==> config.mk <==
export PLATFORM = sky130hd
export DESIGN_NAME = umi_arbiter
export DESIGN_NICKNAME = d
export VERILOG_FILES = /design/src/umi_pkg.sv /design/src/umi_mem_pkg.sv /design/src/umi_arbiter.sv
export SDC_FILE = /design/constraint.sdc
export NUM_CORES = 1
export LEC_CHECK = 0
export CORE_AREA = 4 4 161 163
export DETAILED_ROUTE_END_ITERATION = 6
export DIE_AREA = 0 0 165 167
export DONT_BUFFER_PORTS = 1
export GPL_ROUTABILITY_DRIVEN = 0
export SLEW_MARGIN = 25
export SYNTH_ARGS = -nofsm -noshare
export SYNTH_HDL_FRONTEND = slang
export SYNTH_SLANG_ARGS = --single-unit
==> constraint.sdc <==
create_clock -name clk -period 1.2 [get_ports clk]
set_clock_uncertainty 0.05 [all_clocks]
set_input_delay 0.06 -clock clk [delete_from_list [all_inputs] [get_ports clk]]
set_output_delay 0.06 -clock clk [all_outputs]
set_load 0.005 [all_outputs]
==> src/umi_pkg.sv <==
package umi_pkg;

   typedef logic [31:0] umi_cmd_t;      // One command word
   typedef logic [4:0]  umi_opcode_t;
   typedef logic [2:0]  umi_size_t;     // Log2 of bytes per word
   typedef logic [7:0]  umi_len_t;
   typedef logic [7:0]  umi_atype_t;
   typedef logic [4:0]  umi_hostid_t;
   typedef logic [23:0] umi_uext_t;     // Replaces all fields above size

   // Requests, bit 0 set
   localparam umi_opcode_t UMI_REQ_READ   = 5'd1;
   localparam umi_opcode_t UMI_REQ_WRITE  = 5'd3;
   localparam umi_opcode_t UMI_REQ_ATOMIC = 5'd9;
   localparam umi_opcode_t UMI_REQ_LINK   = 5'd15;

   // Responses, bit 0 clear
   localparam umi_opcode_t UMI_RESP_READ  = 5'd2;
   localparam umi_opcode_t UMI_RESP_WRITE = 5'd4;
   localparam umi_opcode_t UMI_RESP_ERROR = 5'd12;
   localparam umi_opcode_t UMI_RESP_LINK  = 5'd14;

   localparam umi_atype_t UMI_ATOMIC_ADD  = 8'h00;
   localparam umi_atype_t UMI_ATOMIC_SWAP = 8'h08;

   // Field lsb positions in the word
   localparam int UMI_OPCODE_LSB = 0;
   localparam int UMI_SIZE_LSB   = 5;
   localparam int UMI_LEN_LSB    = 8;   // Atype for atomics
   localparam int UMI_QOS_LSB    = 16;
   localparam int UMI_PROT_LSB   = 20;
   localparam int UMI_EOM_BIT    = 22;
   localparam int UMI_EOF_BIT    = 23;
   localparam int UMI_EX_BIT     = 24;
   localparam int UMI_USER_LSB   = 25;  // Err for responses
   localparam int UMI_HOSTID_LSB = 27;
   localparam int UMI_UEXT_LSB   = 8;   // Extended user starts above size

endpackage

==> src/umi_mem_pkg.sv <==
package umi_mem_pkg;

   localparam int MEM_AW    = 8;
   localparam int MEM_DEPTH = 256;      // Words in the target memory

   typedef logic [MEM_AW-1:0] mem_addr_t;
   typedef logic [31:0]       mem_data_t;
   typedef logic              host_sel_t; // Arbiter grant index

endpackage

==> src/umi_arbiter.sv <==
`timescale 1ns/1ns

module umi_arbiter (
   input  logic                   clk,
   input  logic                   rst,
   input  logic                   m0_cyc,
   input  logic                   m0_stb,
   input  logic                   m0_we,
   input  umi_mem_pkg::mem_addr_t m0_adr,
   input  umi_mem_pkg::mem_data_t m0_dat_w,
   input  umi_pkg::umi_cmd_t      m0_tag_cmd,
   output logic                   m0_ack,
   output umi_mem_pkg::mem_data_t m0_dat_r,
   output umi_pkg::umi_cmd_t      m0_tag_rsp,
   input  logic                   m1_cyc,
   input  logic                   m1_stb,
   input  logic                   m1_we,
   input  umi_mem_pkg::mem_addr_t m1_adr,
   input  umi_mem_pkg::mem_data_t m1_dat_w,
   input  umi_pkg::umi_cmd_t      m1_tag_cmd,
   output logic                   m1_ack,
   output umi_mem_pkg::mem_data_t m1_dat_r,
   output umi_pkg::umi_cmd_t      m1_tag_rsp,
   output logic                   s_cyc,
   output logic                   s_stb,
   output logic                   s_we,
   output umi_mem_pkg::mem_addr_t s_adr,
   output umi_mem_pkg::mem_data_t s_dat_w,
   output umi_pkg::umi_cmd_t      s_tag_cmd,
   input  logic                   s_ack,
   input  umi_mem_pkg::mem_data_t s_dat_r,
   input  umi_pkg::umi_cmd_t      s_tag_rsp
);

   import umi_mem_pkg::*;

   host_sel_t gnt;                         // Current, else last granted
   host_sel_t next_sel;
   logic      gnt_valid;
   logic      gnt_cyc;                     // Granted master still in cycle
   logic      sel0;
   logic      sel1;

   assign gnt_cyc  = gnt ? m1_cyc : m0_cyc;
   assign next_sel = (m0_cyc & m1_cyc) ? ~gnt : m1_cyc; // Last winner loses tie
   assign sel0     = gnt_valid & ~gnt;
   assign sel1     = gnt_valid & gnt;

   always_ff @(posedge clk) begin
      if (rst) begin
         gnt_valid <= 1'b0;
         gnt       <= 1'b0;
      end else if (!gnt_valid || !gnt_cyc) begin  // Bus idle, arbitrate
         gnt_valid <= m0_cyc | m1_cyc;
         if (m0_cyc || m1_cyc) gnt <= next_sel;
      end
   end

   assign s_cyc     = gnt_valid & gnt_cyc;
   assign s_stb     = gnt_valid & (gnt ? m1_stb : m0_stb);
   assign s_we      = gnt ? m1_we      : m0_we;
   assign s_adr     = gnt ? m1_adr     : m0_adr;
   assign s_dat_w   = gnt ? m1_dat_w   : m0_dat_w;
   assign s_tag_cmd = gnt ? m1_tag_cmd : m0_tag_cmd;

   // Return path only to the granted master
   assign m0_ack     = s_ack & sel0;
   assign m1_ack     = s_ack & sel1;
   assign m0_dat_r   = sel0 ? s_dat_r   : '0;
   assign m1_dat_r   = sel1 ? s_dat_r   : '0;
   assign m0_tag_rsp = sel0 ? s_tag_rsp : '0;
   assign m1_tag_rsp = sel1 ? s_tag_rsp : '0;

endmodule

After elaboration in Yosys (flattened, before gate mapping) --
Cells that the tools add are included.
Operators by class: muxes and demuxes 11, bitwise gates (word level) 9, reduce and logical (&&, ||, !) cells 5
Operator list (number):
- 32-bit 2-to-1 mux | 6
- 8-bit 2-to-1 mux | 1
- 1-bit AND | 7
- 1-bit 2-to-1 mux | 4
- 1-bit zero test | 2
- 1-bit logical OR | 2
- 2-bit AND reduction | 1
- 1-bit inverter | 1
- 1-bit bitwise OR | 1
Storage, ports and cells: word-level logic and storage cells 27, output and inout bits 205, register bits 2, input bits 217

Depth between registers and ports, before layout --
word-level depth 4, depth in mapped cells 5

Least setup slack after synthesis --
OpenSTA, ideal clock, no wires.
path kind register -> output, start point register gnt, end point output s_tag_cmd[17], data arrival time 1.012 ns, stages on the path, launching flop included 5, path buffers 3, setup slack 0.078 ns, cells stage by stage dfxtp_1 -> buf_6 -> buf_6 -> buf_6 -> mux2_4
On the way: word-level cells in the longest chain between the ends 1
Ends and longest elaborated chain:
- start: declaration | RTL line umi_arbiter.sv:37 | host_sel_t gnt;
- start signal: assignment | RTL line umi_arbiter.sv:55 | if (m0_cyc || m1_cyc) gnt <= next_sel;
- 32-bit 2-to-1 mux | RTL line umi_arbiter.sv:64 | assign s_tag_cmd = gnt ? m1_tag_cmd : m0_tag_cmd;
- end: declaration | RTL line umi_arbiter.sv:29 | output umi_pkg::umi_cmd_t s_tag_cmd,
Every way passes these cells.

Final worst setup path --
start point register gnt, end point output m0_tag_rsp[9]
On the way: word-level cells in the longest chain between the ends 3
Ends and longest elaborated chain:
- 1-bit inverter | RTL line umi_arbiter.sv:46 | assign sel0 = gnt_valid & ~gnt;
- 1-bit AND | RTL line umi_arbiter.sv:46
- 32-bit 2-to-1 mux | RTL line umi_arbiter.sv:71 | assign m0_tag_rsp = sel0 ? s_tag_rsp : '0;
- end: declaration | RTL line umi_arbiter.sv:14 | output umi_pkg::umi_cmd_t m0_tag_rsp,
Every way passes these cells.

==> out/metrics.cfg <==
[status]
status = finished, violations left
violations = setup timing

[die]
ioPinCount = 422
start_util_pct = 8.30
fp.dieArea_um2 = 27600
die_x_um = 165
core_area_um2 = 24300
rows = 57
die_y_um = 167

[detailed_routing]
final_antenna_net_count = 0
wl_per_cell_um = 20.1
drt_pre_antenna_iters = 4
via_per_inst = 3.66
wl_mm = 11.5
drcViolationCount = 0
num_vias = 2089
drt_iter0_markers = 55

[critical_path]
cp_data_required_time_ns = 1.09
rrSetupSlack_ns = 0.11
critPathKind = flip-flop to output pin
endpoint_kind = output pin
crit_path_start_kind = flip-flop
arrival_ns = 1.33
endpoint = m0_tag_rsp[9]
crit_fanout = 14
ff2ff_path_depth = 4
worstSetupStartpoint = gnt$_SDFFE_PP0P_
r2r_end = gnt$_SDFFE_PP0P_
worstReg2RegStart = gnt$_SDFFE_PP0P_

[clocking]
clk_pin_slew_worst_paths_ns = 0.03
clkSinkCount = 2
clockBufferDepth = 2
cts_tree = done
h-tree-depth = 1
numCtsBuffers = 3
cts_root_buffer = clkbuf_16
clock_latency_ns = 0.22

[sta]
fmaxAchievable_mhz = 695
rsz0062_at_grt = true
period_minus_slack_ns = 1.44
worst_slew_pin_slew_ns = 0.287
slew_viol_final = 0
slew_headroom_pct = 80.9
fin_crit_sh_pct = 120
hold_viol = 0
setup-tns-final_ns = -28.63
setup_viol = 194
setup_slack_ns = -0.239

[final_layout]
final_nets = 463
final_cells = 570
drive_above_1_share_pct = 55.9
area_delta_synth_final_pct = 38.8
finalInstanceArea_um2 = 2800

[synth]
synth_area_leaders = mux2_2 (33%), and2_1 (20%), and3_1 (20%)
yosys.area.top_type = mux2_2
syn_nets = 464
syn-cell-area_um2 = 2020
ys_seq_area_share_pct = 1.98
synth_cell_type_count = 18
synthCells = 247
synth.top_cell.area_share_pct = 32.9
ys_ff_latch = 2
yosysWarningCount = 0
syn_area_per_cell_um2 = 8.17

[power_and_ir_drop]
p_leak_nw = 1.15
peakVddDrop_mv = 0.612
powerDensity_nw_per_um2 = 609

[global_route]
antenna_found_initial = 1
track_usage_pct = 6.26
grt_overflow_total = 0
grt_pass1_wl_mm = 13.2
first_global_vias = 1973
grt_start_max_net_pins = 70

[placement]
io_buffer_count = 0
dpl.cell_count = 551
place_area_um2 = 2360
hpwl_mm = 9.60

[hold_path]
hold_path_class = primary input to flip-flop

[flow_run]
max_cap_violations = 0

[cells in the final DEF, fill, tap and decap left out, drive strengths merged]
cell type,n
clkbuf,8
and3,65
diode,1
a21boi,1
dfxtp,2
nor2b,4
nor2,2
mux2,73
dlygate4sd3,3
o2bb2ai,1
o21ai,1
buf,17
nand2b,1
mux2i,2
and2,65
[synthesized netlist by cell type, drive strengths merged]
library cell and count:
buf 17, nor2 2, nor2b 4, o21ai 1, dfxtp 2, clkbuf 13
mux2i 2, and2 65, a21boi 1, o2bb2ai 1, mux2 73, and3 65
nand2b 1
[power by group]
group          internal (mW)  switching, mW
logic                  0.579          0.526
clock network          0.437         0.0803
registers             0.0720         0.0117
[state kept, by name, indices dropped and copies added (netlist names)]
| name | cells |
|---|---|
| gnt | 1 |
| gnt_valid | 1 |
[through the flow]
step | hold slack [ns] | power (mW) | worst slack [ns] | utilization, %
floorplan | 0.0824 | 0.839 | 0.0776 | -
global placement | 0.0805 | 1.02 | 0.0224 | 9.72
detailed placement | 0.0776 | 1.03 | -0.00973 | 9.72
CTS | 0.0205 | 1.57 | -0.231 | 10.3
global route | 0.0474 | 1.82 | -0.272 | 11.5
finish | 0.0153 | 1.71 | -0.239 | 11.5
[area by class of cell]
cell class	count	area, µm²
timing repair buffer	24	348
sequential	2	47.5
fill	2793	21500
antenna	1	2.50
multi-input combinational	215	1920
tap	324	405
clock buffer	4	78.8
[logic make-up after synthesis]
logic type	Yosys count	synth area share, %
compound gates	3	1.05
buf+inv	30	10.3
flops	2	1.98
mux	75	44.3
simple gates	137	42.3
[worst min-delay path by stage]
stage / startpoint / to / slack (ns) / cells after the start
2_1_floorplan: rst / gnt_valid$_SDFFE_PP0P_ / 0.08 / 1
3_3_place_gp: rst / gnt_valid$_SDFFE_PP0P_ / 0.08 / 1
3_5_place_dp: rst / gnt_valid$_SDFFE_PP0P_ / 0.08 / 1
4_1_cts: m1_cyc / gnt$_SDFFE_PP0P_ / 0.02 / 2
5_1_grt: m1_cyc / gnt$_SDFFE_PP0P_ / 0.05 / 2
6_report: m1_cyc / gnt$_SDFFE_PP0P_ / 0.02 / 2
[worst max-delay path, stage by stage (launching register included)]
cell       delay, ns
dfxtp_4         0.35
buf_12          0.15
nor2b_4         0.16
buf_4           0.14
clkbuf_16       0.14
and2_1          0.15
[metal layers]
metal | routed length, µm | vias to the layer above | share of wire, % | global-route usage (%)
li1 | - | 858 | - | -
met1 | 3980 | 981 | 35 | 6.55
met2 | 6160 | 244 | 54 | 12.6
met3 | 1190 | 6 | 10 | 1.33
met4 | 143 | 0 | 1.2 | 1.23
met5 | 0 | - | 0 | 0
[timing repair]
action                     4_1_cts  5_1_grt
setup endpoints to repair      205      206
buffers inserted                 0        7
cloned                           0        4
hold endpoints to repair         2        0
hold buffers                     3        0
pin swaps                        0        1
gates resized for setup          6       38
(Power assumes the default switching activity.)
