<file path="src/umi_pkg.sv">
package umi_pkg;

   typedef logic [31:0] umi_cmd_t;      // One command word
   typedef logic [4:0]  umi_opcode_t;
   typedef logic [2:0]  umi_size_t;     // Log2 of bytes per word
   typedef logic [7:0]  umi_len_t;
   typedef logic [7:0]  umi_atype_t;
   typedef logic [4:0]  umi_hostid_t;
   typedef logic [23:0] umi_uext_t;     // Replaces all fields above size

   // Requests, bit 0 set
   localparam umi_opcode_t UMI_REQ_READ   = 5'd1;
   localparam umi_opcode_t UMI_REQ_WRITE  = 5'd3;
   localparam umi_opcode_t UMI_REQ_ATOMIC = 5'd9;
   localparam umi_opcode_t UMI_REQ_LINK   = 5'd15;

   // Responses, bit 0 clear
   localparam umi_opcode_t UMI_RESP_READ  = 5'd2;
   localparam umi_opcode_t UMI_RESP_WRITE = 5'd4;
   localparam umi_opcode_t UMI_RESP_ERROR = 5'd12;
   localparam umi_opcode_t UMI_RESP_LINK  = 5'd14;

   localparam umi_atype_t UMI_ATOMIC_ADD  = 8'h00;
   localparam umi_atype_t UMI_ATOMIC_SWAP = 8'h08;

   // Field lsb positions in the word
   localparam int UMI_OPCODE_LSB = 0;
   localparam int UMI_SIZE_LSB   = 5;
   localparam int UMI_LEN_LSB    = 8;   // Atype for atomics
   localparam int UMI_QOS_LSB    = 16;
   localparam int UMI_PROT_LSB   = 20;
   localparam int UMI_EOM_BIT    = 22;
   localparam int UMI_EOF_BIT    = 23;
   localparam int UMI_EX_BIT     = 24;
   localparam int UMI_USER_LSB   = 25;  // Err for responses
   localparam int UMI_HOSTID_LSB = 27;
   localparam int UMI_UEXT_LSB   = 8;   // Extended user starts above size

endpackage

</file>
<file path="src/umi_mem_pkg.sv">
package umi_mem_pkg;

   localparam int MEM_AW    = 8;
   localparam int MEM_DEPTH = 256;      // Words in the target memory

   typedef logic [MEM_AW-1:0] mem_addr_t;
   typedef logic [31:0]       mem_data_t;
   typedef logic              host_sel_t; // Arbiter grant index

endpackage

</file>
<file path="src/umi_decode.sv">
`timescale 1ns/1ns

module umi_decode (
   input  umi_pkg::umi_cmd_t command,
   output logic              cmd_invalid,
   output logic              cmd_request,
   output logic              cmd_response,
   output logic              cmd_read,
   output logic              cmd_write,
   output logic              cmd_atomic,
   output logic              cmd_error,
   output logic              cmd_link,
   output logic              cmd_link_resp
);

   import umi_pkg::*;

   umi_opcode_t opcode;
   logic        read_resp;                // Not exported, only for validity
   logic        write_resp;

   assign opcode = command[UMI_OPCODE_LSB +: $bits(umi_opcode_t)];

   assign cmd_read      = opcode == UMI_REQ_READ;
   assign cmd_write     = opcode == UMI_REQ_WRITE;
   assign cmd_atomic    = opcode == UMI_REQ_ATOMIC;
   assign cmd_link      = opcode == UMI_REQ_LINK;
   assign read_resp     = opcode == UMI_RESP_READ;
   assign write_resp    = opcode == UMI_RESP_WRITE;
   assign cmd_error     = opcode == UMI_RESP_ERROR;
   assign cmd_link_resp = opcode == UMI_RESP_LINK;

   assign cmd_request  = opcode[0];               // Requests are odd
   assign cmd_response = ~opcode[0] & (|opcode);  // Zero is no command

   // Nothing known matched
   assign cmd_invalid = ~(cmd_read | cmd_write | cmd_atomic | cmd_link |
                          read_resp | write_resp | cmd_error | cmd_link_resp);

endmodule

</file>
<file path="src/umi_pack.sv">
`timescale 1ns/1ns

module umi_pack (
   input  umi_pkg::umi_opcode_t cmd_opcode,
   input  umi_pkg::umi_size_t   cmd_size,
   input  umi_pkg::umi_len_t    cmd_len,
   input  umi_pkg::umi_atype_t  cmd_atype,
   input  logic [1:0]           cmd_prot,
   input  logic [3:0]           cmd_qos,
   input  logic                 cmd_eom,
   input  logic                 cmd_eof,
   input  logic [1:0]           cmd_user,
   input  logic [1:0]           cmd_err,
   input  logic                 cmd_ex,
   input  umi_pkg::umi_hostid_t cmd_hostid,
   input  umi_pkg::umi_uext_t   cmd_user_extended,
   output umi_pkg::umi_cmd_t    packet_cmd
);

   import umi_pkg::*;

   logic cmd_response;
   logic cmd_atomic;
   logic cmd_error;
   logic cmd_link;
   logic cmd_link_resp;
   logic ext_sel;                          // Extended user replaces upper fields

   umi_decode i_umi_decode (
      .command       (umi_cmd_t'(cmd_opcode)), // Opcode alone picks the format
      .cmd_invalid   (),
      .cmd_request   (),
      .cmd_response  (cmd_response),
      .cmd_read      (),
      .cmd_write     (),
      .cmd_atomic    (cmd_atomic),
      .cmd_error     (cmd_error),
      .cmd_link      (cmd_link),
      .cmd_link_resp (cmd_link_resp)
   );

   assign ext_sel = cmd_link | cmd_link_resp | cmd_error;

   always_comb begin
      packet_cmd = '0;
      packet_cmd[UMI_OPCODE_LSB +: 5] = cmd_opcode;
      if (cmd_link) begin
         packet_cmd[UMI_SIZE_LSB +: 3] = 3'd1;  // Link is always size 1
      end else if (!(cmd_link_resp | cmd_error)) begin
         packet_cmd[UMI_SIZE_LSB +: 3] = cmd_size;
      end
      if (ext_sel) begin
         packet_cmd[UMI_UEXT_LSB +: 24] = cmd_user_extended;
      end else begin
         packet_cmd[UMI_LEN_LSB +: 8]     = cmd_atomic ? cmd_atype : cmd_len;
         packet_cmd[UMI_QOS_LSB +: 4]     = cmd_qos;
         packet_cmd[UMI_PROT_LSB +: 2]    = cmd_prot;
         packet_cmd[UMI_EOM_BIT]          = cmd_eom;
         packet_cmd[UMI_EOF_BIT]          = cmd_eof;
         packet_cmd[UMI_EX_BIT]           = cmd_ex;
         packet_cmd[UMI_USER_LSB +: 2]    = cmd_response ? cmd_err : cmd_user;
         packet_cmd[UMI_HOSTID_LSB +: 5]  = cmd_hostid;
      end
   end

endmodule

</file>
<file path="src/umi_host_port.sv">
`timescale 1ns/1ns

module umi_host_port (
   input  logic                   clk,
   input  logic                   rst,
   input  logic                   req_valid,
   output logic                   req_ready,
   input  umi_pkg::umi_opcode_t   req_opcode,
   input  umi_pkg::umi_size_t     req_size,
   input  umi_pkg::umi_len_t      req_len,
   input  umi_pkg::umi_atype_t    req_atype,
   input  logic [3:0]             req_qos,
   input  logic [1:0]             req_prot,
   input  logic                   req_eom,
   input  logic                   req_eof,
   input  logic                   req_ex,
   input  logic [1:0]             req_user,
   input  umi_pkg::umi_hostid_t   req_hostid,
   input  umi_pkg::umi_uext_t     req_uext,
   input  umi_mem_pkg::mem_addr_t req_addr,
   input  umi_mem_pkg::mem_data_t req_wdata,
   output logic                   rsp_valid,
   output umi_pkg::umi_cmd_t      rsp_cmd,
   output umi_mem_pkg::mem_data_t rsp_data,
   output logic                   cyc,
   output logic                   stb,
   output logic                   we,
   output umi_mem_pkg::mem_addr_t adr,
   output umi_mem_pkg::mem_data_t dat_w,
   output umi_pkg::umi_cmd_t      tag_cmd,
   input  logic                   ack,
   input  umi_mem_pkg::mem_data_t dat_r,
   input  umi_pkg::umi_cmd_t      tag_rsp
);

   import umi_pkg::*;

   typedef enum logic [1:0] {ST_IDLE, ST_BUS, ST_DONE} state_t;

   state_t   state;
   umi_cmd_t req_cmd;                      // Packed request word
   logic     accept;

   umi_pack i_umi_pack (
      .cmd_opcode (req_opcode), .cmd_size (req_size), .cmd_len (req_len),
      .cmd_atype  (req_atype),  .cmd_prot (req_prot), .cmd_qos (req_qos),
      .cmd_eom    (req_eom),    .cmd_eof  (req_eof),  .cmd_user (req_user),
      .cmd_err    (2'b00),      .cmd_ex   (req_ex),   .cmd_hostid (req_hostid),
      .cmd_user_extended (req_uext),
      .packet_cmd (req_cmd)
   );

   assign req_ready = state == ST_IDLE;    // Back-pressure while busy
   assign accept    = req_valid & req_ready;
   assign stb       = cyc;
   assign rsp_valid = state == ST_DONE;    // One cycle, follows ack

   always_ff @(posedge clk) begin
      if (rst) begin
         state <= ST_IDLE;
         cyc   <= 1'b0;
      end else begin
         case (state)
            ST_IDLE: if (accept) state <= ST_BUS;
            ST_BUS: begin
               if (!cyc) begin
                  cyc <= 1'b1;             // Launch cycle after acceptance
               end else if (ack) begin
                  cyc   <= 1'b0;
                  state <= ST_DONE;
               end
            end
            default: state <= ST_IDLE;     // Done returns to idle
         endcase
      end
   end

   always_ff @(posedge clk) begin
      if (accept) begin
         tag_cmd <= req_cmd;
         adr     <= req_addr;
         dat_w   <= req_wdata;
         we      <= req_opcode == UMI_REQ_WRITE;
      end
      if (cyc && ack) begin
         rsp_cmd  <= tag_rsp;              // Capture response
         rsp_data <= dat_r;
      end
   end

endmodule

</file>
<file path="config.mk">
export PLATFORM = sky130hd
export DESIGN_NAME = umi_host_port
export DESIGN_NICKNAME = d
export VERILOG_FILES = /design/src/umi_pkg.sv /design/src/umi_mem_pkg.sv /design/src/umi_decode.sv /design/src/umi_pack.sv /design/src/umi_host_port.sv
export SDC_FILE = /design/constraint.sdc
export NUM_CORES = 1
export LEC_CHECK = 0
export BUFFER_PORTS_ARGS = -buffer_cell sky130_fd_sc_hd__buf_2
export CAP_MARGIN = 20
export CORE_AREA = 2 2 122 124
export DETAILED_ROUTE_END_ITERATION = 6
export DIE_AREA = 0 0 124 126
export PLACE_DENSITY = 0.68
export SYNTH_ARGS = -nofsm -noshare
export SYNTH_HDL_FRONTEND = slang
export SYNTH_SLANG_ARGS = --single-unit
</file>
<file path="constraint.sdc">
create_clock -name clk -period 2.6 [get_ports clk]
set_input_delay 0.39 -clock clk [delete_from_list [all_inputs] [get_ports clk]]
set_output_delay 0.39 -clock clk [all_outputs]
set_load 0.005 [all_outputs]
</file>
# Word level (Yosys, flattened, before mapping)
# Index checks and enable logic that the tools add are counted.
# Widths: inputs -> output; s select.
[totals]
regBits = 140
in_bits = 172
output_inout_bits = 141
word_cells = 41
[classes]
n_eq_ne = 10
muxes = 10
bitwise_logic = 6
reduce_logical = 5
[op_table]
columns = ["op", "count"]
rows = [
  ["$mux 24", 1],
  ["$eq 5x4->1 const B", 4],
  ["$mux 2", 4],
  ["$mux 8", 1],
  ["$eq 5x2->1 const B", 1],
  ["$reduce_or 5->1", 1],
  ["$ne 2x2->1 const B", 2],
  ["$pmux 2 s2", 1],
  ["$mux 1", 3],
  ["$or 1x1->1", 3],
  ["$reduce_and 3->1", 1],
  ["$and 1x1->1", 2],
  ["$eq 2x1->1 const B", 1],
  ["$eq 2x2->1 const B", 1],
  ["$logic_not 2->1", 1],
  ["$ne 2x1->1 const B", 1],
  ["$reduce_or 2->1", 1],
  ["$logic_and 1x1->1", 1],
  ["$not 1->1", 1],
]

# Longest topological paths before layout
# Gate-level depths: netlist of the first run.
[depth]
word_depth = 4
ltp_mapped = 4
mapped_depth_nobuf = 3

# By module
# A second synthesis of the first run with hierarchy kept.
[unflattened]
cells_unflattened = 222
hier_area_um2 = 4882.2
[modules_own_cells]
columns = ["mod", "n_inst", "cells_each", "area_each_um2", "seq_area_each_um2"]
rows = [
  ["umi_host_port", 1, 156, 4274.1, 4174.0],
  ["umi_pack", 1, 48, 490.5, 0.0],
  ["umi_decode", 1, 18, 117.6, 0.0],
]

# Least setup slack after synthesis of the first run
# OpenSTA, ideal clock, no wires.
[synth_path]
kind = "flip-flop to flip-flop"
start = "register state[1]"
end = "register adr[0], enable pin"
setup_time_ns = 0.439
arrival_ns = 2.216
required_ns = 2.161
setup_slack_ns = -0.056
stages_incl_launch_ff = 3
path_buffers = 0
synth_period_minus_slack_ns = 2.656
cell_sequence = "dfxtp_1 nor2_1 and2_1"
[synth_via]
elab_chain_len = 2
[synth_rtl]
columns = ["element", "line_no", "source"]
rows = [
  ["from (decl)", "umi_host_port.sv:40", "state_t state;"],
  ["from (signal assigned)", "umi_host_port.sv:60", "state <= ST_IDLE;"],
  ["from (signal assigned)", "umi_host_port.sv:64", "ST_IDLE: if (accept) state <= ST_BUS;"],
  ["from (signal assigned)", "umi_host_port.sv:70", "state <= ST_DONE;"],
  ["$logic_not 2->1", "umi_host_port.sv:53", "assign req_ready = state == ST_IDLE;"],
  ["via req_ready", "umi_host_port.sv:7", "output logic req_ready,"],
  ["$and 1x1->1", "umi_host_port.sv:54", "assign accept = req_valid & req_ready;"],
  ["via accept", "umi_host_port.sv:42", "logic accept;"],
  ["to (signal assigned)", "umi_host_port.sv:81", "adr <= req_addr;"],
  ["to (decl)", "umi_host_port.sv:28", "output umi_mem_pkg::mem_addr_t adr,"],
]
# The timed path passes the listed nets, and every way through them passes these cells.
# A chain may end at the register's enable or synchronous reset.

# Worst setup path in the final report of the first run
[layout_path]
start = "register state[1]"
end = "register dat_w[20], enable pin"
[layout_via]
elab_chain_len = 2
[layout_rtl]
columns = ["element", "line_no", "source"]
rows = [
  ["$logic_not 2->1", "umi_host_port.sv:53", ""],
  ["$and 1x1->1", "umi_host_port.sv:54", ""],
  ["via accept", "umi_host_port.sv:42", ""],
  ["to (signal assigned)", "umi_host_port.sv:82", "dat_w <= req_wdata;"],
  ["to (decl)", "umi_host_port.sv:29", "output umi_mem_pkg::mem_data_t dat_w,"],
]
# The timed path passes the listed nets, and every way through them passes these cells.

==> results of run 1 <==
-- registers in the layout, summed over array words and instances, names as in the netlist --
register and flops:
rsp_data 32, rsp_cmd 32, state 2, we 1, adr 8, tag_cmd 32
cyc 1, dat_w 32
-- cells in the mapped netlist --
cell type	n
mux2_2	14
a32o_1	2
inv_1	2
nor2_1	5
and2_1	5
a2bb2oi_1	1
buf_4	1
a2111oi_0	1
and3b_1	1
and3_1	2
buf_2	3
nand3_1	8
nor2b_1	2
nor3_1	9
dfxtp_1	3
and2b_1	1
buf_6	1
a211oi_1	1
edfxtp_1	137
clkbuf_1	1
o21ai_1	8
or4b_1	1
a31oi_1	8
o21ai_2	1
o21ai_0	1
or2_2	1
nand3b_1	1
nor4b_2	1
-- layout make-up --
type | instances | share of cell area
diodes | 2 | 0.000703
inverters | 2 | 0.00105
flip-flops and latches | 140 | 0.586
repair buffers | 315 | 0.226
clock buffers | 17 | 0.0597
clock inverters | 14 | 0.0204
well taps | 184 | 0.0323
multi-input cells | 74 | 0.0738
-- through the flow --
step	std cells	total power [mW]	utilization	hold slack [ps]	worst slack, ps
global placement	715	3.09	0.457	474	737
detailed placement	715	3.11	0.457	503	676
CTS	746	5.45	0.497	131	885
global route	747	5.58	0.497	128	783
floorplan	222	2.82	-	458	133
finish	748	5.38	0.498	147	920
-- power by group through the flow --
| stage | Combinational (mW) | Clock [mW] | Sequential, mW |
|---|---|---|---|
| global route | 0.435 | 2.48 | 2.67 |
| global placement | 0.387 | 0 | 2.70 |
| CTS | 0.402 | 2.39 | 2.66 |
| detailed placement | 0.400 | 0 | 2.71 |
| finish | 0.394 | 2.33 | 2.66 |
| floorplan | 0.0973 | 0 | 2.72 |
-- path summary, 6_finish.rpt --
check / end / cells after the start
worst min register to register: state[0] / 1
worst max register to register: dat_w[20] / 3
worst max-delay path: dat_w[20] / 3
worst min-delay path: rsp_cmd[13] / 1
-- logic make-up after synthesis --
logic type,Yosys count,synth area share
multiplexers,14,0.0333
AO/OA/AOI/OAI,23,0.0314
flip-flops,140,0.880
buffers and inverters,8,0.00950
AND/OR/NAND/NOR,37,0.0454
-- routing by layer --
| layer | vias to the layer above | GRT usage | wire [um] |
|---|---|---|---|
| met5 | - | 0 | 0 |
| met4 | 0 | 0.0681 | 181 |
| met3 | 15 | 0.0833 | 1790 |
| met2 | 216 | 0.305 | 7100 |
| met1 | 1590 | 0.168 | 4490 |
| li1 | 1554 | - | - |
==> results.md, run 1 <==
* Gr ovfl total at 0
* Worst path max stage delay at 530 ps
* Gpl congestion at 0.830
* H-tree Lvls at 4
* Worst slew margin at 0.490
* Cell area after layout at 7120 um^2
* Avg WL per Cell at 18.1 um
* Flop2flop setup slack at 920 ps
* Commonest non-fill, non-tap cell in the layout: buf_2
* Buf/Inv on CP at 1
* Antenna violations before repair at 1
* Root buffer cell: clkbuf_16
* CP max stage cell: and2_4
* I/O Buffers at 312
* Critical path's top delay family: simple AND/OR/NAND/NOR gates
* Row count at 44
* Antenna Violating Nets Remaining at 0
* Critical path origin: state[1]
* Arrival time worst endpoint at 1780 ps
* Crit share post-route at 0.646
* Post-CTS setup buffers at 0
* WP data required at 2700 ps
* Hpwl dp at 10.4 mm
* Dominant cell type by area after synthesis: edfxtp_1
* Max Slew Vio Count at 0
* Sw Ratio at 0.215
* Max Fclk at 595 MHz
* Sink Count at 140
* Final setup fails at 0
* Fill cells at 1251
* First-pass GRT wire length at 19.2 mm
* CP endpoint kind: register
* Setup Total Neg Slack at 0 ps
* Die height at 126 um
* Synth top area share at 0.868
* Crit-path cells: nor2_1 > and2_4 > buf_12
* Max-cap violations at 0
* Internal cell power at 4.23 mW
* Initial core utilization at 0.331
* Clk slew on worst S/H paths at 60 ps
* Pwr/cell area at 756 nW/um^2
* Distinct cells, synth at 28
* Critical path class: reg -> reg
* Area Growth Syn to Fin at 50.2%
* Insertion delay to the later sink of the worst-skew pair at 410 ps
* P_sw at 1.16 mW
* Leading cell types in the layout, fill and taps excluded: buf_2, edfxtp_1, clkbuf_16
* Seq. cell area at 4170 um^2
* Seq pwr share at 0.494
* Hold Path Class: in -> reg
* Seq cells post-synth at 140
* Mapped Area at 4740 um^2
* Vias in the first global route at 3513
* Die area at 15600 um^2
* Clock power frac at 0.433
* Footprint of the multi-input gates at 526 um^2
* NumNets Final at 722
* Lkg Pwr at 3.00 nW
* Largest net degree at the start of global routing at 68
* Seq/Total Area, Yosys at 0.880
* Mapped Nets at 394
* Clock tree buffer depth at 2
* Drt drc at 0
* Cell count after synthesis at 222
* Placed instance area at 6550 um^2
* Pre-antenna DRT Iters at 5
* DRT iter0 DRCs at 217
* Total I/O pin count at 313
* Via Count at 3375
* CTS tree: built
* Final wirelength at 13.6 mm
* Gr usage total at 0.171
* Synth top area cells: edfxtp_1, mux2_2, dfxtp_1, a31oi_1, nor3_1
* RSZ-0062 raised after global routing: false
* Combinational Power Share at 0.073
* PostCTS Resize Cnt at 0
* Crit path time final at 1680 ps
* CP max FO at 37
* Worst Min Path Start: tag_rsp[13]
* Peak supply drop at 0.340 mV
* Status: finished clean
* Crit path launch type: register
* Synth warn at 0
* Die W at 124 um
* Post-CTS Hold Fix Bufs at 0
* CTS Buf Count at 17
* Worst R2R Start: state[1]
* Worst Skew at 6.79 ps
* Worst-Margin Slew at 764 ps
* Average size of a mapped cell at 21.4 um^2
* Core region area at 14300 um^2
* Hold Fails Final Rpt at 0
* Fraction of layout cells with a size suffix above 1 at 0.646
* Vias per inst at 4.51
Power figures use the tool's default switching activity.
==> inputs of run 2 (changes only) <==
ABC_AREA = 1   (was unset)
CORE_AREA = 2 2 121 123   (was 2 2 122 124)
DIE_AREA = 0 0 123 125   (was 0 0 124 126)
PLACE_DENSITY = 0.67   (was 0.68)
clock period = 1.6 ns   (was 2.6 ns; I/O delays follow)
==> results.md, run 2 <==
* Hold Fails Final Rpt at 0 (unchanged)
* EDFF count, synth at 137 (unchanged)
* Post-synth top flop: edfxtp_1
* Arrival time worst endpoint at 1060 ps (-720 ps)
* NumNets Final at 891 (+23%)
* WP data required at 1360 ps (-1340 ps)
* Overall Power at 9.13 mW (+70%)
* Buf/Inv on CP at 2 (+1)
* Crit-path cells: inv_1 > nor2_1 > buf_2
* Average size of a mapped cell at 16.8 um^2 (-21%)
* Insertion delay to the later sink of the worst-skew pair at 420 ps (about the same)
* Lkg Pwr at 3.70 nW (+23%)
* Fill cells at 1152 (-7.9%)
* Core region area at 14200 um^2 (-0.77%)
* CP max stage cell: dfxtp_1
* H-tree Lvls at 4 (unchanged)
* Clock tree buffer depth at 2 (unchanged)
* Worst slew margin at 0.706 (+0.216)
* Vias per inst at 4.36 (-3.3%)
* Max Slew Vio Count at 0 (unchanged)
* Critical path origin: state[1]
* Mapped Area at 4830 um^2 (+1.8%)
* Sink Count at 140 (unchanged)
* Synth warn at 0 (unchanged)
* Crit share post-route at 0.810
* Crit path launch type: register
* Crit path time final at 1300 ps
* Largest net degree at the start of global routing at 42 (-38%)
* Gr ovfl total at 0 (unchanged)
* Dominant cell type by area after synthesis: edfxtp_1
* Setup Total Neg Slack at 0 ps (unchanged)
* CTS Buf Count at 17 (unchanged)
* Mapped Nets at 460 (+17%)
* Final wirelength at 15.6 mm (+15%)
* Hpwl dp at 10.8 mm (+4.5%)
* PostCTS Resize Cnt at 0 (unchanged)
* Gr usage total at 0.203 (+0.0318)
* Vias in the first global route at 4224 (+20%)
* Total I/O pin count at 313 (unchanged)
* RSZ-0062 raised after global routing: false
* Commonest non-fill, non-tap cell in the layout: buf_2
* Synth top area share at 0.852 (-0.0157)
* Seq cells post-synth at 140 (unchanged)
* Distinct cells, synth at 19 (-32%)
* Die height at 125 um (-0.79%)
* Status: finished clean
* Avg WL per Cell at 17.0 um (-6.5%)
* Cell count after synthesis at 288 (+30%)
* Max-cap violations at 0 (unchanged)
* Clk slew on worst S/H paths at 60 ps (about the same)
* Die area at 15400 um^2 (-1.6%)
* CTS tree: built
* Pwr/cell area at 1100 nW/um^2 (+46%)
* Pre-antenna DRT Iters at 4 (-1)
* DRT iter0 DRCs at 214 (-1.4%)
* Final setup fails at 0 (unchanged)
* Peak supply drop at 0.673 mV (+98%)
* First-pass GRT wire length at 22.7 mm (+19%)
* Leading cell types in the layout, fill and taps excluded: buf_2, edfxtp_1, dlygate4sd3_1
* Antenna Violating Nets Remaining at 0 (unchanged)
* Drt drc at 0 (unchanged)
* Via Count at 4002 (+19%)
* Initial core utilization at 0.340 (+0.00873)
* Ys async rst share at 0 (unchanged)
* Worst-Margin Slew at 440 ps (-324 ps)
* Critical path class: reg -> out
* Max Fclk at 771 MHz
* Area Growth Syn to Fin at 71.4%
* CP endpoint kind: primary output
* Fraction of layout cells with a size suffix above 1 at 0.496 (-0.150)
* Row count at 44 (unchanged)
* Gpl congestion at 0.896 (+8.0%)
* Worst Skew at 10.2 ps (+3.41 ps)
* Die W at 123 um (-0.81%)
* Synth top area cells: edfxtp_1, nand2_1, nand3_1, inv_1, dfxtp_1
* Worst Min Path Start: req_addr[4]
* Root buffer cell: clkbuf_16
* Seq/Total Area, Yosys at 0.864 (-0.0160)
* Count leader, synth: edfxtp_1
* CP max FO at 3 (-92%)
* Antenna violations before repair at 1 (unchanged)
* Worst R2R Start: state[1]
* Hold Path Class: in -> reg
* Min Hold Slack at 19.3 ps (-128 ps)
* Post-CTS setup buffers at 0 (unchanged)
* Commonest cells in the netlist: edfxtp_1, nand2_1, inv_1, nand3_1, nor2_1
* Worst path max stage delay at 360 ps (-170 ps)
* Critical path's top delay family: flip-flops
* Post-CTS Hold Fix Bufs at 99 (+99)
* I/O Buffers at 312 (unchanged)
-- run 2: kinds of logic (layout without fill, tap and decap cells) --
family / count (synthesis) / after routing / synth area share
compound gates: 3 / 3 / 0.00544
simple gates: 113 / 113 / 0.0998
flops: 140 / 140 / 0.864
buf+inv: 32 / 476 / 0.0303
other cells: 0 / 1 / 0
-- run 2: final cells by class --
cell class                      instances  area, um^2  area share
Antenna cell                            1        2.50    0.000302
Clock buffer                           17         425      0.0514
Clock inverter                         15         165      0.0200
Inverter                               27         111      0.0135
Multi-Input combinational cell        116         515      0.0623
Sequential cell                       140        4180       0.505
Tap cell                              184         230      0.0278
Timing Repair Buffer                  417        2650       0.320
-- run 2: power by group --
group          internal, mW  switching [mW]  leakage (nW)
clock                  2.32            1.57         0.277
combinational         0.490           0.415          2.11
sequential             4.27          0.0570          1.31
total                  7.08            2.05          3.70
-- run 2: through the flow --
step	cells	cell area (um^2)	utilization	worst slack [ps]
after floorplan	288	4850	-	-307
after global placement	785	6690	0.471	351
after detailed placement	785	6690	0.471	273
after CTS	916	8270	0.582	285
after global routing	917	8270	0.583	215
final	917	8270	0.583	304
-- run 2: final timing paths --
| check | end | slack, ps | cells past startpoint |
|---|---|---|---|
| min | adr[4] | 20 | 1 |
| max reg2reg | tag_cmd[10] | 340 | 4 |
| min reg2reg | state[1] | 500 | 2 |
| max | rsp_valid | 300 | 3 |
-- run 2: layer usage --
metal,vias up,track usage,share of wire
met1,1859,0.209,0.35
met5,-,0,0
li1,1881,-,-
met2,236,0.366,0.53
met4,0,0.0909,0.027
met3,26,0.0698,0.090
==> inputs of run 3 (changes only) <==
ABC_AREA = 0   (was 1)
CORE_AREA = 2 2 122 124   (was 2 2 121 123)
DIE_AREA = 0 0 124 126   (was 0 0 123 125)
PLACE_DENSITY = 0.68   (was 0.67)
clock period = 1.1 ns   (was 1.6 ns; I/O delays follow)
==> results.md, run 3 (synthesis results as in run 1) <==
* Lkg Pwr at 3.77 nW (+1.9%)
* Failing checks: negative setup slack
* Seq. cell area at 4180 um^2 (about the same)
* WP data required at 940 ps (-420 ps)
* Footprint of the multi-input gates at 598 um^2 (+16%)
* Commonest non-fill, non-tap cell in the layout: buf_2
* Critical path's top delay family: flip-flops
* Worst Skew at 6.71 ps (-3.49 ps)
* Fraction of layout cells with a size suffix above 1 at 0.579 (+0.0830)
* Seq pwr share at 0.471 (-0.003)
* Hold Fails Final Rpt at 0 (unchanged)
* Total I/O pin count at 313 (unchanged)
* Root buffer cell: clkbuf_16
* Clock tree buffer depth at 2 (unchanged)
* Die height at 126 um (+0.80%)
* Leading cell types in the layout, fill and taps excluded: buf_2, edfxtp_1, dlygate4sd3_1
* CTS tree: built
* Hold endpoint: tag_cmd[7]
* Max-cap violations at 0 (unchanged)
* FF-to-FF End: tag_cmd[11]
* Area Growth Syn to Fin at 84.4%
* Hold Path Class: in -> reg
* R2r worst-path depth at 4 (unchanged)
* NumNets Final at 862 (-3.3%)
* Combinational Power Share at 0.118 (+0.019)
* Worst Min Path Start: req_size[2]
* Min Hold Slack at 24.7 ps (+5.40 ps)
* Drt drc at 0 (unchanged)
* Crit path launch type: register
* Buf/Inv on CP at 2 (unchanged)
* Pwr/cell area at 1520 nW/um^2 (+38%)
* Worst R2R Start: state[0]
* Clock power frac at 0.411 (-0.016)
* Hpwl dp at 10.5 mm (-3.6%)
* DRT iter0 DRCs at 282 (+32%)
* Crit share post-route at 1.15
* Pre-antenna DRT Iters at 6 (+2)
* Critical path class: reg -> out
* Setup ws final at -170 ps (-474 ps)
* Fill cells at 1065 (-7.6%)
* CP max stage cell: dfxtp_2
* First-pass GRT wire length at 21.2 mm (-6.7%)
* Antenna violations before repair at 3 (+2)
* Insertion delay to the later sink of the worst-skew pair at 410 ps (about the same)
* Worst slew margin at 0.718 (+0.0122)
* H-tree Lvls at 4 (unchanged)
* Die W at 124 um (+0.81%)
* Max Slew Vio Count at 0 (unchanged)
* Largest net degree at the start of global routing at 36 (-14%)
* Status: complete, but fails checks
* CTS Buf Count at 17 (unchanged)
* Overall Power at 13.3 mW (+46%)
* CP max FO at 2 (-1)
* Core region area at 14300 um^2 (+0.78%)
* Gr usage total at 0.186 (-0.0174)
* Initial core utilization at 0.331 (-0.00873)
* Peak supply drop at 0.872 mV (+29%)
* Worst path max stage delay at 340 ps (-20 ps)
* Final wirelength at 15.6 mm (about the same)
* Row count at 44 (unchanged)
* Vias in the first global route at 4082 (-3.4%)
* Sw Ratio at 0.226 (+0.00131)
* Die area at 15600 um^2 (+1.6%)
* Sink Count at 140 (unchanged)
* Gpl congestion at 0.777 (-13%)
* Max Fclk at 787 MHz
* Via Count at 3950 (-1.3%)
* Worst-Margin Slew at 412 ps (-28.4 ps)
* Avg WL per Cell at 17.5 um (+3.3%)
* Vias per inst at 4.45 (+1.9%)
* Flop2flop setup slack at -160 ps (-500 ps)
* Hold depth at 2 (+1)
* Internal cell power at 10.3 mW (+46%)
* P_sw at 3.00 mW (+47%)
* Antenna Violating Nets Remaining at 0 (unchanged)
* Final setup fails at 95 (+95)
* Crit-path cells: buf_6 > nor2b_1 > buf_2
* Clk slew on worst S/H paths at 60 ps (about the same)
* Crit path time final at 1270 ps
* I/O Buffers at 312 (unchanged)
* Gr ovfl total at 0 (unchanged)
* RSZ-0062 raised after global routing: true
* Arrival time worst endpoint at 1110 ps (+50 ps)
* CP endpoint kind: primary output
-- run 3: cell types whose count changed in the layout (fill, tap and decap cells not counted), moves of 4 or more --
cell / before / now
a31oi_1: 0 / 8
buf_12: 4 / 9
buf_4: 2 / 16
buf_6: 0 / 6
clkbuf_16: 17 / 21
clkinvlp_4: 6 / 2
dlygate4sd3_1: 99 / 106
inv_1: 23 / 2
mux2_2: 0 / 4
mux2_4: 0 / 10
nand2_1: 76 / 0
nand3_1: 21 / 8
nor3_1: 2 / 9
o21ai_1: 0 / 7
-- run 3: routing by layer --
metal  wire, um  share of wire  vias to the layer above  GRT usage
met5         27         0.0017                        -          0
met4        228          0.015                        4     0.0575
met3       1540          0.099                       24     0.0811
met2       8070           0.52                      229      0.330
met1       5690           0.37                     1851      0.196
li1           -              -                     1842          -
-- run 3: through the flow --
stage	instances	instance area (um^2)	setup WS [ps]	TNS, ps	util
final	888	8740	-170	-10330	0.611
after global placement	732	6770	-411	-13410	0.473
after detailed placement	732	6770	-444	-15850	0.473
after global routing	887	8740	-206	-16580	0.611
after floorplan	222	4810	-351	-39850	-
after CTS	878	8540	-154	-9190	0.597
-- run 3: final cells by class --
cell class                      instances  share of cell area
Clock buffer                           18              0.0491
Antenna cell                            1            0.000286
Clock inverter                         14              0.0157
Multi-Input combinational cell         75              0.0684
Timing Repair Buffer                  454               0.361
Sequential cell                       140               0.478
Tap cell                              184              0.0263
Inverter                                2            0.000859
-- run 3: worst max path at each step --
stage	endpoint	startpoint	slack [ps]	cells past startpoint
6_report	rsp_valid	state[0]	-170	3
3_5_place_dp	tag_cmd[18]	req_opcode[0]	-440	4
3_3_place_gp	tag_cmd[31]	req_opcode[0]	-410	4
2_1_floorplan	adr[0]	state[0]	-350	2
5_1_grt	rsp_valid	state[0]	-210	3
4_1_cts	req_ready	state[1]	-150	3
-- run 3: power by group through the flow --
stage	combinational [mW]	sequential (mW)	clock, mW
floorplan	0.260	6.42	0
global placement	1.02	6.37	0
detailed placement	1.05	6.39	0
CTS	1.45	6.28	5.59
global route	1.68	6.30	5.84
finish	1.57	6.28	5.48
-- run 3: timing repair --
action,in CTS,in global routing
buffers inserted,6,2
resized for setup,9,7
pin swaps,2,4
gates cloned,2,8
endpoints found under the hold margin,107,0
endpoints found under the setup margin,165,267
hold buffers,106,0
-- run 3: worst register-to-register path: cells and delay by family, from the launching register on --
family	cells	cell delay (ps)
and+or+nand+nor	2	320
DFF	1	340
buffers and inverters	2	320
